<file path="config.mk">
export PLATFORM = sky130hd
export DESIGN_NAME = core_memunit_top
export DESIGN_NICKNAME = d
export VERILOG_FILES = /design/src/hw/core_memunit_pkg.sv /design/src/hw/core_memunit_top.sv /design/src/hw/core_load_result.sv /design/src/hw/core_pipe_exec_lsu.sv /design/src/hw/core_mem_decode.sv
export VERILOG_INCLUDE_DIRS = /design/src /design/src/hw
export SDC_FILE = /design/constraint.sdc
export NUM_CORES = 1
export LEC_CHECK = 0
export BUFFER_PORTS_ARGS = -buffer_cell sky130_fd_sc_hd__clkbuf_2
export CORE_AREA = 8 8 166 168
export DETAILED_ROUTE_END_ITERATION = 8
export DIE_AREA = 0 0 174 176
export PLACE_DENSITY_LB_ADDON = 0.12
export SKIP_CTS_REPAIR_TIMING = 1
export SLEW_MARGIN = 25
export SYNTH_ARGS = -nofsm -noshare
export SYNTH_HDL_FRONTEND = slang
export SYNTH_SLANG_ARGS = --single-unit
</file>
<file path="constraint.sdc">
create_clock -name g_clk -period 7.13 [get_ports g_clk]
set_clock_uncertainty 0.05 [all_clocks]
set_input_delay 0.713 -clock g_clk [delete_from_list [all_inputs] [get_ports g_clk]]
set_output_delay 0.713 -clock g_clk [all_outputs]
set_load 0.03 [all_outputs]
</file>
<file path="src/hw/core_memunit_defines.svh">
// Width macros shared by the load/store path.
// Include this ahead of the package and in any module that slices by width.

`ifndef CORE_MEMUNIT_DEFINES_SVH
`define CORE_MEMUNIT_DEFINES_SVH

// Register and data path width
`define XLEN        64

// Byte address width on the data memory port
`define MEM_ADDR_W  32

// One strobe per byte of a data word
`define MEM_STRB_W  8

// Byte offset bits within one data word
`define MEM_OFFS_W  3

`endif
</file>
<file path="src/hw/core_memunit_pkg.sv">
// Types shared by the decoder, access unit and result stage.
// Modules pull these in with a wildcard import in their header.

`include "core_memunit_defines.svh"

package core_memunit_pkg;

    typedef logic [`XLEN-1:0]       xword_t;   // Register or data value
    typedef logic [`MEM_ADDR_W-1:0] maddr_t;   // Byte address
    typedef logic [`MEM_STRB_W-1:0] mstrb_t;   // Byte lane strobes

    // Encoding follows funct3[1:0]
    typedef enum logic [1:0] {
        MW_BYTE   = 2'd0,
        MW_HALF   = 2'd1,
        MW_WORD   = 2'd2,
        MW_DOUBLE = 2'd3
    } mem_width_t;

    typedef struct packed {
        logic       valid;
        logic       load;
        logic       store;
        mem_width_t width;
        logic       sext;   // Sign extend load data
        maddr_t     addr;   // Effective byte address
        xword_t     wdata;  // Unshifted store data
    } mem_op_t;

    typedef struct packed {
        logic   req;
        logic   wen;
        maddr_t addr;       // Double word aligned
        mstrb_t strb;
        xword_t wdata;      // Already positioned on its byte lanes
    } mem_req_t;

endpackage

</file>
<file path="src/hw/core_memunit_top.sv">
// Top level of the load/store path.
// Decoder, access unit and result stage between the instruction input and
// the data memory port. The issuer waits for done before the next
// instruction since the input has no back-pressure.

`timescale 1ns/10ps

module core_memunit_top import core_memunit_pkg::*; (
    input  logic       g_clk,
    input  logic       g_resetn,

    input  logic       instr_valid,
    input  logic       is_load,
    input  logic       is_store,
    input  logic [2:0] funct3,
    input  xword_t     rs1_val,
    input  xword_t     imm,
    input  xword_t     rs2_val,

    output logic       done,
    output logic       wb_valid,
    output xword_t     wb_data,
    output logic       trap_misaligned,
    output logic       bus_error,

    output logic       dmem_req,
    output logic       dmem_wen,
    output maddr_t     dmem_addr,
    output mstrb_t     dmem_strb,
    output xword_t     dmem_wdata,
    input  logic       dmem_gnt,
    input  logic       dmem_err,
    input  xword_t     dmem_rdata
);

    mem_op_t  op;
    mem_req_t mreq;
    logic     new_instr;
    logic     ready;
    logic     trap_addr;

    core_mem_decode decode_i (
        .g_clk       (g_clk),
        .g_resetn    (g_resetn),
        .instr_valid (instr_valid),
        .is_load     (is_load),
        .is_store    (is_store),
        .funct3      (funct3),
        .rs1_val     (rs1_val),
        .imm         (imm),
        .rs2_val     (rs2_val),
        .ready       (ready),
        .op          (op),
        .new_instr   (new_instr)
    );

    core_pipe_exec_lsu lsu_i (
        .g_clk     (g_clk),
        .g_resetn  (g_resetn),
        .new_instr (new_instr),
        .op        (op),
        .dmem_gnt  (dmem_gnt),
        .ready     (ready),
        .trap_addr (trap_addr),
        .mreq      (mreq)
    );

    core_load_result result_i (
        .g_clk           (g_clk),
        .g_resetn        (g_resetn),
        .ready           (ready),
        .trap_addr       (trap_addr),
        .dmem_gnt        (dmem_gnt),
        .dmem_err        (dmem_err),
        .dmem_rdata      (dmem_rdata),
        .op              (op),
        .done            (done),
        .wb_valid        (wb_valid),
        .wb_data         (wb_data),
        .trap_misaligned (trap_misaligned),
        .bus_error       (bus_error)
    );

    // Request struct onto the memory port pins
    assign dmem_req   = mreq.req;
    assign dmem_wen   = mreq.wen;
    assign dmem_addr  = mreq.addr;
    assign dmem_strb  = mreq.strb;
    assign dmem_wdata = mreq.wdata;

endmodule

</file>
<file path="src/hw/core_load_result.sv">
// Load result stage.
// Aligns and extends read data from the memory port and registers the
// completion strobes seen by the issuer, one cycle after ready.

`timescale 1ns/10ps

`include "core_memunit_defines.svh"

module core_load_result import core_memunit_pkg::*; (
    input  logic    g_clk,
    input  logic    g_resetn,
    input  logic    ready,        // Op completes this cycle
    input  logic    trap_addr,
    input  logic    dmem_gnt,
    input  logic    dmem_err,
    input  xword_t  dmem_rdata,
    input  mem_op_t op,
    output logic    done,
    output logic    wb_valid,
    output xword_t  wb_data,
    output logic    trap_misaligned,
    output logic    bus_error
);

    logic [5:0] data_shift;
    xword_t     shifted;
    xword_t     ext;

    assign data_shift = {op.addr[`MEM_OFFS_W-1:0], 3'b000};
    assign shifted    = dmem_rdata >> data_shift;  // Move the lane down to bit 0

    // Mask to the access width and extend from its top bit
    always_comb begin
        unique case (op.width)
            MW_BYTE:
                ext = {{(`XLEN-8){op.sext && shifted[7]}}, shifted[7:0]};
            MW_HALF:
                ext = {{(`XLEN-16){op.sext && shifted[15]}}, shifted[15:0]};
            MW_WORD:
                ext = {{(`XLEN-32){op.sext && shifted[31]}}, shifted[31:0]};
            default:
                ext = shifted;
        endcase
    end

    always_ff @(posedge g_clk) begin
        if (!g_resetn) begin
            done            <= 1'b0;
            wb_valid        <= 1'b0;
            trap_misaligned <= 1'b0;
            bus_error       <= 1'b0;
        end else begin
            done            <= ready;
            trap_misaligned <= ready && trap_addr;
            bus_error       <= ready && dmem_gnt && dmem_err;
            wb_valid        <= ready && dmem_gnt && !dmem_err && op.load;
        end
    end

    always_ff @(posedge g_clk) begin
        if (ready && op.load) begin
            wb_data <= ext;
        end
    end

    // At most one outcome is reported per instruction
    a_one_outcome: assert property (@(posedge g_clk) disable iff (!g_resetn)
        $onehot0({wb_valid, trap_misaligned, bus_error}));

endmodule

</file>
<file path="src/hw/core_pipe_exec_lsu.sv">
// Data memory access unit.
// Checks alignment of the held operation, forms byte strobes and positions
// store data, then holds a request on the memory port until it is granted.
// Combinational apart from the flag that blocks a second request.

`timescale 1ns/10ps

`include "core_memunit_defines.svh"

module core_pipe_exec_lsu import core_memunit_pkg::*; (
    input  logic     g_clk,
    input  logic     g_resetn,
    input  logic     new_instr,  // First cycle of a held op
    input  mem_op_t  op,
    input  logic     dmem_gnt,
    output logic     ready,      // Op completes this cycle
    output logic     trap_addr,  // Misaligned access
    output mem_req_t mreq
);

    logic                  finished;     // Request already granted
    logic                  finished_eff;
    logic                  addr_err;
    logic                  req_sent;
    logic [`MEM_OFFS_W-1:0] boff;
    logic [5:0]            data_shift;
    mstrb_t                strb_base;
    mstrb_t                strb;

    assign boff       = op.addr[`MEM_OFFS_W-1:0];
    assign data_shift = {boff, 3'b000};

    // Alignment rules per access width
    always_comb begin
        unique case (op.width)
            MW_DOUBLE: addr_err = |boff;
            MW_WORD:   addr_err = |boff[1:0];
            MW_HALF:   addr_err = boff[0];
            default:   addr_err = 1'b0;
        endcase
    end

    // Lanes covered by the access before offsetting
    always_comb begin
        unique case (op.width)
            MW_BYTE:   strb_base = 8'h01;
            MW_HALF:   strb_base = 8'h03;
            MW_WORD:   strb_base = 8'h0f;
            default:   strb_base = 8'hff;
        endcase
    end

    assign strb = strb_base << boff;

    // A stale flag from the previous op must not block the first cycle
    assign finished_eff = finished && !new_instr;

    assign req_sent = mreq.req && dmem_gnt;

    always_ff @(posedge g_clk) begin
        if (!g_resetn) begin
            finished <= 1'b0;
        end else if (req_sent) begin
            finished <= 1'b1;
        end else if (new_instr) begin
            finished <= 1'b0;
        end
    end

    assign trap_addr = op.valid && addr_err;
    assign ready     = req_sent || trap_addr;

    always_comb begin
        mreq       = '0;
        mreq.req   = op.valid && !addr_err && !finished_eff;
        mreq.wen   = op.store;
        mreq.addr  = {op.addr[`MEM_ADDR_W-1:`MEM_OFFS_W], {`MEM_OFFS_W{1'b0}}};
        mreq.strb  = mreq.req ? strb : '0;
        mreq.wdata = op.wdata << data_shift;
    end

    // Memory sees a stable request until its grant
    a_req_held: assert property (@(posedge g_clk) disable iff (!g_resetn)
        (mreq.req && !dmem_gnt) |=> (mreq.req && $stable(mreq)));

    // Granted request is not raised again
    a_no_reissue: assert property (@(posedge g_clk) disable iff (!g_resetn)
        req_sent |=> !mreq.req);

endmodule

</file>
<file path="src/hw/core_mem_decode.sv">
// Memory instruction decoder.
// Turns the single-cycle instruction strobe into a held operation for the
// access unit, with effective address, access width and extension mode.
// The operation stays valid until the access unit signals ready.

`timescale 1ns/10ps

`include "core_memunit_defines.svh"

module core_mem_decode import core_memunit_pkg::*; (
    input  logic       g_clk,
    input  logic       g_resetn,
    input  logic       instr_valid,  // One cycle per instruction
    input  logic       is_load,
    input  logic       is_store,
    input  logic [2:0] funct3,
    input  xword_t     rs1_val,      // Base register
    input  xword_t     imm,          // Offset
    input  xword_t     rs2_val,      // Store data
    input  logic       ready,        // Access unit finished with op
    output mem_op_t    op,
    output logic       new_instr
);

    mem_op_t dec;       // Operation decoded from the inputs
    mem_op_t op_hold;   // Payload held for the access
    logic    valid_q;

    always_comb begin
        dec       = '0;
        dec.valid = 1'b1;
        dec.load  = is_load;
        dec.store = is_store;
        dec.width = mem_width_t'(funct3[1:0]);
        dec.sext  = !funct3[2];  // Bit 2 selects the unsigned loads
        dec.addr  = rs1_val[`MEM_ADDR_W-1:0] + imm[`MEM_ADDR_W-1:0];
        dec.wdata = rs2_val;
    end

    always_ff @(posedge g_clk) begin
        if (!g_resetn) begin
            valid_q   <= 1'b0;
            new_instr <= 1'b0;
        end else begin
            new_instr <= instr_valid;
            if (instr_valid) begin
                valid_q <= 1'b1;
            end else if (ready) begin
                valid_q <= 1'b0;  // Cleared once completed or trapped
            end
        end
    end

    always_ff @(posedge g_clk) begin
        if (instr_valid) begin
            op_hold <= dec;
        end
    end

    always_comb begin
        op       = op_hold;
        op.valid = valid_q;
    end

    // Issuer must wait for completion before the next instruction
    a_no_overlap: assert property (@(posedge g_clk) disable iff (!g_resetn)
        instr_valid |-> !op.valid);

endmodule

</file>
Word-level counts from Yosys, hierarchy flattened
Cells that the tools add are included.

Register bits after elaboration: 172. Bits of input ports: 266.

$add $sub $neg: 1. Eq/ne operators: 3. Shift operators: 3. Muxes and demuxes: 8. Reductions and logical operators: 25.

Operator list (number): case mux 64 bit (3 select lines) (1); << shifter 64 x 6 -> 64 bit (1); >> shifter 64 x 6 -> 64 bit (1); adder 32 bit (1); case mux 8 bit (3 select lines) (1); logical AND 1 bit (14); two-way mux 8 bit (1); << shifter 8 x 3 -> 8 bit (1); zero test 1 bit (5); == test 2 bit (second input constant) (2); two-way mux 1 bit (4); nonzero test 2 bit (2); case mux 1 bit (3 select lines) (1); OR reduction 3 bit (1); == test 2 x 1 -> 1 bit (second input constant) (1); zero test 2 bit (1); OR reduction 2 bit (1); logical OR 1 bit (1).

Longest topological paths before layout
Word-level depth: 10. Mapped depth: 10. Depth with buffers taken out: 9.

Modules after synthesis
From an unflattened synthesis, not the netlist that was laid out.

Cells, all modules: 982. Area total of the unflattened synthesis: 11736.3 µm².

By module, submodules not included: core_mem_decode (instances 1, cells each 341, area each 4824.6 µm²); core_load_result (instances 1, cells each 341, area each 4498.1 µm²); core_pipe_exec_lsu (instances 1, cells each 300, area each 2413.6 µm²).

Worst setup path before layout
No wires, ideal clock.

Path type: register to register. Start: register decode_i.op_hold (netlist bit decode_i.op[64]). End: register result_i.wb_data[0] (enable). Arrival time: 3.423 ns. Data required time: 6.651 ns. Path slack: 3.228 ns. Stages on the path, launching flop included: 11. Clock period less this slack: 3.902 ns. Path through: edfxtp_1 buf_2 or2_2 clkbuf_1 a22oi_1 and2_1 nand2_2 inv_1 nand2_1 nand2_1 and2_1.

Word-level cells in the longest chain between the ends: 8.

Ends and longest elaborated chain: from (decl) (line core_mem_decode.sv:26) `mem_op_t op_hold;`; from (signal assigned) (line core_mem_decode.sv:56) `op_hold <= dec;`; OR reduction 3 bit / OR reduction 2 bit (equally long branches) (line core_pipe_exec_lsu.sv:36, core_pipe_exec_lsu.sv:37); case mux 1 bit (3 select lines) (*) (line core_pipe_exec_lsu.sv:35) `unique case (op.width)`; zero test 1 bit (*) (line core_pipe_exec_lsu.sv:75) `mreq.req = op.valid && !addr_err && !finished_eff;`; logical AND 1 bit (*) (2 in series) (line core_pipe_exec_lsu.sv:75); via dmem_req (line core_memunit_top.sv:26) `output logic dmem_req,`; logical AND 1 bit (*) (line core_pipe_exec_lsu.sv:58) `assign req_sent = mreq.req && dmem_gnt;`; logical OR 1 bit (*) (line core_pipe_exec_lsu.sv:71) `assign ready = req_sent || trap_addr;`; logical AND 1 bit (*) (line core_load_result.sv:61) `if (ready && op.load) begin`; to (signal assigned) (line core_load_result.sv:62) `wb_data <= ext;`; to (decl) (line core_load_result.sv:20) `output xword_t wb_data,`.

The timed path passes the listed nets; every way through them passes the cells marked *. A chain may end at the register's enable or synchronous reset.

Final worst setup path
Start: register decode_i.op_hold (netlist bit decode_i.op[65]). End: output port dmem_strb[6].

Word-level cells in the longest chain between the ends: 6.

Ends and longest elaborated chain: OR reduction 3 bit / OR reduction 2 bit (equally long branches) (line core_pipe_exec_lsu.sv:36, core_pipe_exec_lsu.sv:37); case mux 1 bit (3 select lines) (line core_pipe_exec_lsu.sv:35); zero test 1 bit (line core_pipe_exec_lsu.sv:75); logical AND 1 bit (2 in series) (line core_pipe_exec_lsu.sv:75); two-way mux 8 bit (*) (line core_pipe_exec_lsu.sv:78) `mreq.strb = mreq.req ? strb : '0;`; to (decl) (line core_memunit_top.sv:29) `output mstrb_t dmem_strb,`.

Every way passes the cells marked *; elsewhere a longest branch is shown, timed or not.

==> results_dict.tcl <==
set metrics [dict create \
    synth_ff_type "edfxtp_1" \
    grt_usage_pct 22.4 \
    portBuffers 372 \
    dieArea_mm2 0.0306 \
    hpwl_mm 26.7 \
    drive_gt1_share_pct 35.5 \
    synth_common_cells "165 x edfxtp_1, 112 x nand2_1, 109 x mux2i_1, 104 x nor2_1, 79 x a21oi_1" \
    ff_latch_area_mm2 0.00509 \
    ir_worst_vdd_mv 0.119 \
    cts.sinks 172 \
    final_nets 1659 \
    synth.distinct_cells 58 \
    clock.fmax_mhz 245 \
    power_leakage_nw 6.09 \
    grt_pass1_wl_mm 53.8 \
    max_stage_delay_ns 0.74 \
    maxCapViolCount 0 \
    finalSetupViolCount 0 \
    finalHoldWorstSlack_ns 0.407 \
    place.gp.congestion 0.844 \
    wirelength_mm 35.7 \
    grt_setup_unrepaired "false" \
    insertion_delay_ns 0.43 \
    clockBufferDepth 2 \
    synth_edf_count 165 \
    wire_per_inst_um 20.9 \
    finalMaxSlewViolations 0 \
    antenna_found_initial 3 \
    hp-class "in2reg" \
    cts_root_buf "clkbuf_16" \
    die_w_um 174 \
    crit_chain "buf_4 > buf_4 > nand2_1 > nand2_1 > nor2_1 > a2111oi_0 > clkbuf_2" \
    yosys.area.top_type "edfxtp_1" \
    io_pins 440 \
    final.fill_count 2281 \
    avgSynthCellArea_um2 10.5 \
    syn-instance-count 1056 \
    grt_overflow 0 \
    tightest_slew_ns 1.06 \
    rows 58 \
    arrival_ns 3.32 \
    async_reset_ff_share_pct 0 \
    ys_ff_latch 172 \
    clkTransAtPathRegs_ns 0.07 \
    avgViaCountPerCell 5.43 \
    status "finished clean" \
    critPathCaptureType "output port" \
    drt_first_iter_violations 791 \
    core_mm2 0.0248 \
    cts_inserted_buffers 17 \
    seq_area_frac_synth_pct 46.1 \
    final_antenna_net_count 0 \
    die_h_um 176 \
    vias 9272 \
    drc 0 \
    tritoncts "built" \
    yosysWarnings 0 \
    first_pass_iters 6 \
    grt_max_degree 95 \
    required_ns 6.37 \
    multiInputGateArea_mm2 0.00536 \
    yosys-top-cells-area "edfxtp_1 45%, mux2i_1 9.9%, mux2_2 4.6%, nand2_1 3.8%, a21oi_1 3.6%" \
    crit_slowest_cell "buf_4" \
    syn2layout_area_growth_pct 22.3 \
    period_needed_ns 4.08 \
    cts-htree-levels 4 \
    initial_core_util_pct 44.5 \
    slew_headroom_pct 28.8 \
    grt_pass1_vias 9553 \
    hold_viol 0 \
    path_class "reg2out" \
    powerDensity_mw_per_mm2 250 \
    fin_crit_sh_pct 57.3 \
    path_max_fanout 68 \
    fin_setup_tns_ns 0 \
    synth_top_area_share_pct 44.8 \
    yosysMostFrequentCell "edfxtp_1" \
    netlist_area_mm2 0.0111 \
    start_kind "flop" \
]
-- final cells by class --
type	instances	area share, %
Antenna cell	3	0.0556
Clock buffer	25	4.15
Clock inverter	7	0.454
Inverter	18	0.500
Multi-Input combinational cell	769	39.6
Sequential cell	172	37.7
Tap cell	330	3.06
Timing Repair Buffer	383	14.4
-- routing by layer --
metal,wire (um),up-vias,global-route usage [%]
li1,-,4484,-
met1,15200,4357,28.1
met2,17200,386,37.4
met3,2500,45,5.28
met4,874,0,7.91
met5,0,-,0
-- layout by cell type, fill, tap and decap left out, types with 8 or more instances in the layout --
cell type and count:
nor2_1 104, and3_1 9, nor3_1 12, mux2_2 45, clkbuf_16 21, mux2i_1 109, o21ai_1 23, xor2_1 14
clkbuf_2 371, ha_1 31, mux4_2 16, buf_4 11, o211ai_1 11, inv_1 16, xnor2_1 16, nand2_1 112
nand3_1 10, o21ai_0 62, o22ai_1 24, a21oi_1 79, a21o_1 12, edfxtp_1 165, and2_1 8
-- where the power goes --
part / leakage [nW] / internal, mW / total (mW) / switching, mW
sequential: 1.65 / 1.23 / 1.28 / 0.0465
combinational: 4.13 / 0.393 / 1.13 / 0.736
clock: 0.307 / 0.557 / 0.971 / 0.414
total: 6.09 / 2.18 / 3.38 / 1.20
-- kinds of logic (layout without fill, tap and decap cells) --
family          count (synthesis)  in the layout  synth area share [%]
simple gates                  279            279                  10.7
compound gates                252            252                  13.6
mux                           173            173                  18.0
flops                         172            172                  46.1
buf+inv                       117            433                  5.49
fa+ha+maj                      32             32                  3.69
xor+xnor                       30             30                  2.38
other cells                     1              6                0.0339
-- critical path, delay by kind of cell (launching register included) --
kind	cells	cell delay [ns]
flip-flops	1	0.32
AO/OA/AOI/OAI	1	0.42
AND/OR/NAND/NOR	3	0.32
buffers and inverters	3	1.80
-- per-stage QoR --
stage	power, mW	instance area (um^2)	worst slack (ns)	std cells	util [%]
detailed placement	2.43	12900	3.17	1672	51.9
global placement	2.42	12900	3.25	1672	51.9
global route	3.53	13500	2.73	1707	54.4
finish	3.38	13500	3.05	1707	54.4
CTS	3.41	13500	2.81	1704	54.4
floorplan	2.11	11100	3.23	1058	-
-- worst paths after layout --
check,start,to,slack (ns),cells after the start
worst max-delay path,decode_i.op[65],dmem_strb[6],3.05,7
worst max register to register,decode_i.op[64],result_i.wb_data[23],3.19,9
worst min register to register,decode_i.valid_q,result_i.trap_misaligned,0.46,2
worst min-delay path,rs2_val[45],decode_i.op[45],0.41,1
-- sequential cells by signal, summed over array words and instances, names as in the netlist --
register,count
decode_i.op,101
result_i.wb_data,64
decode_i.new_instr,1
decode_i.valid_q,1
lsu_i.finished,1
result_i.bus_error,1
result_i.done,1
result_i.trap_misaligned,1
result_i.wb_valid,1
No activity file was read; power rests on OpenSTA's default activity.
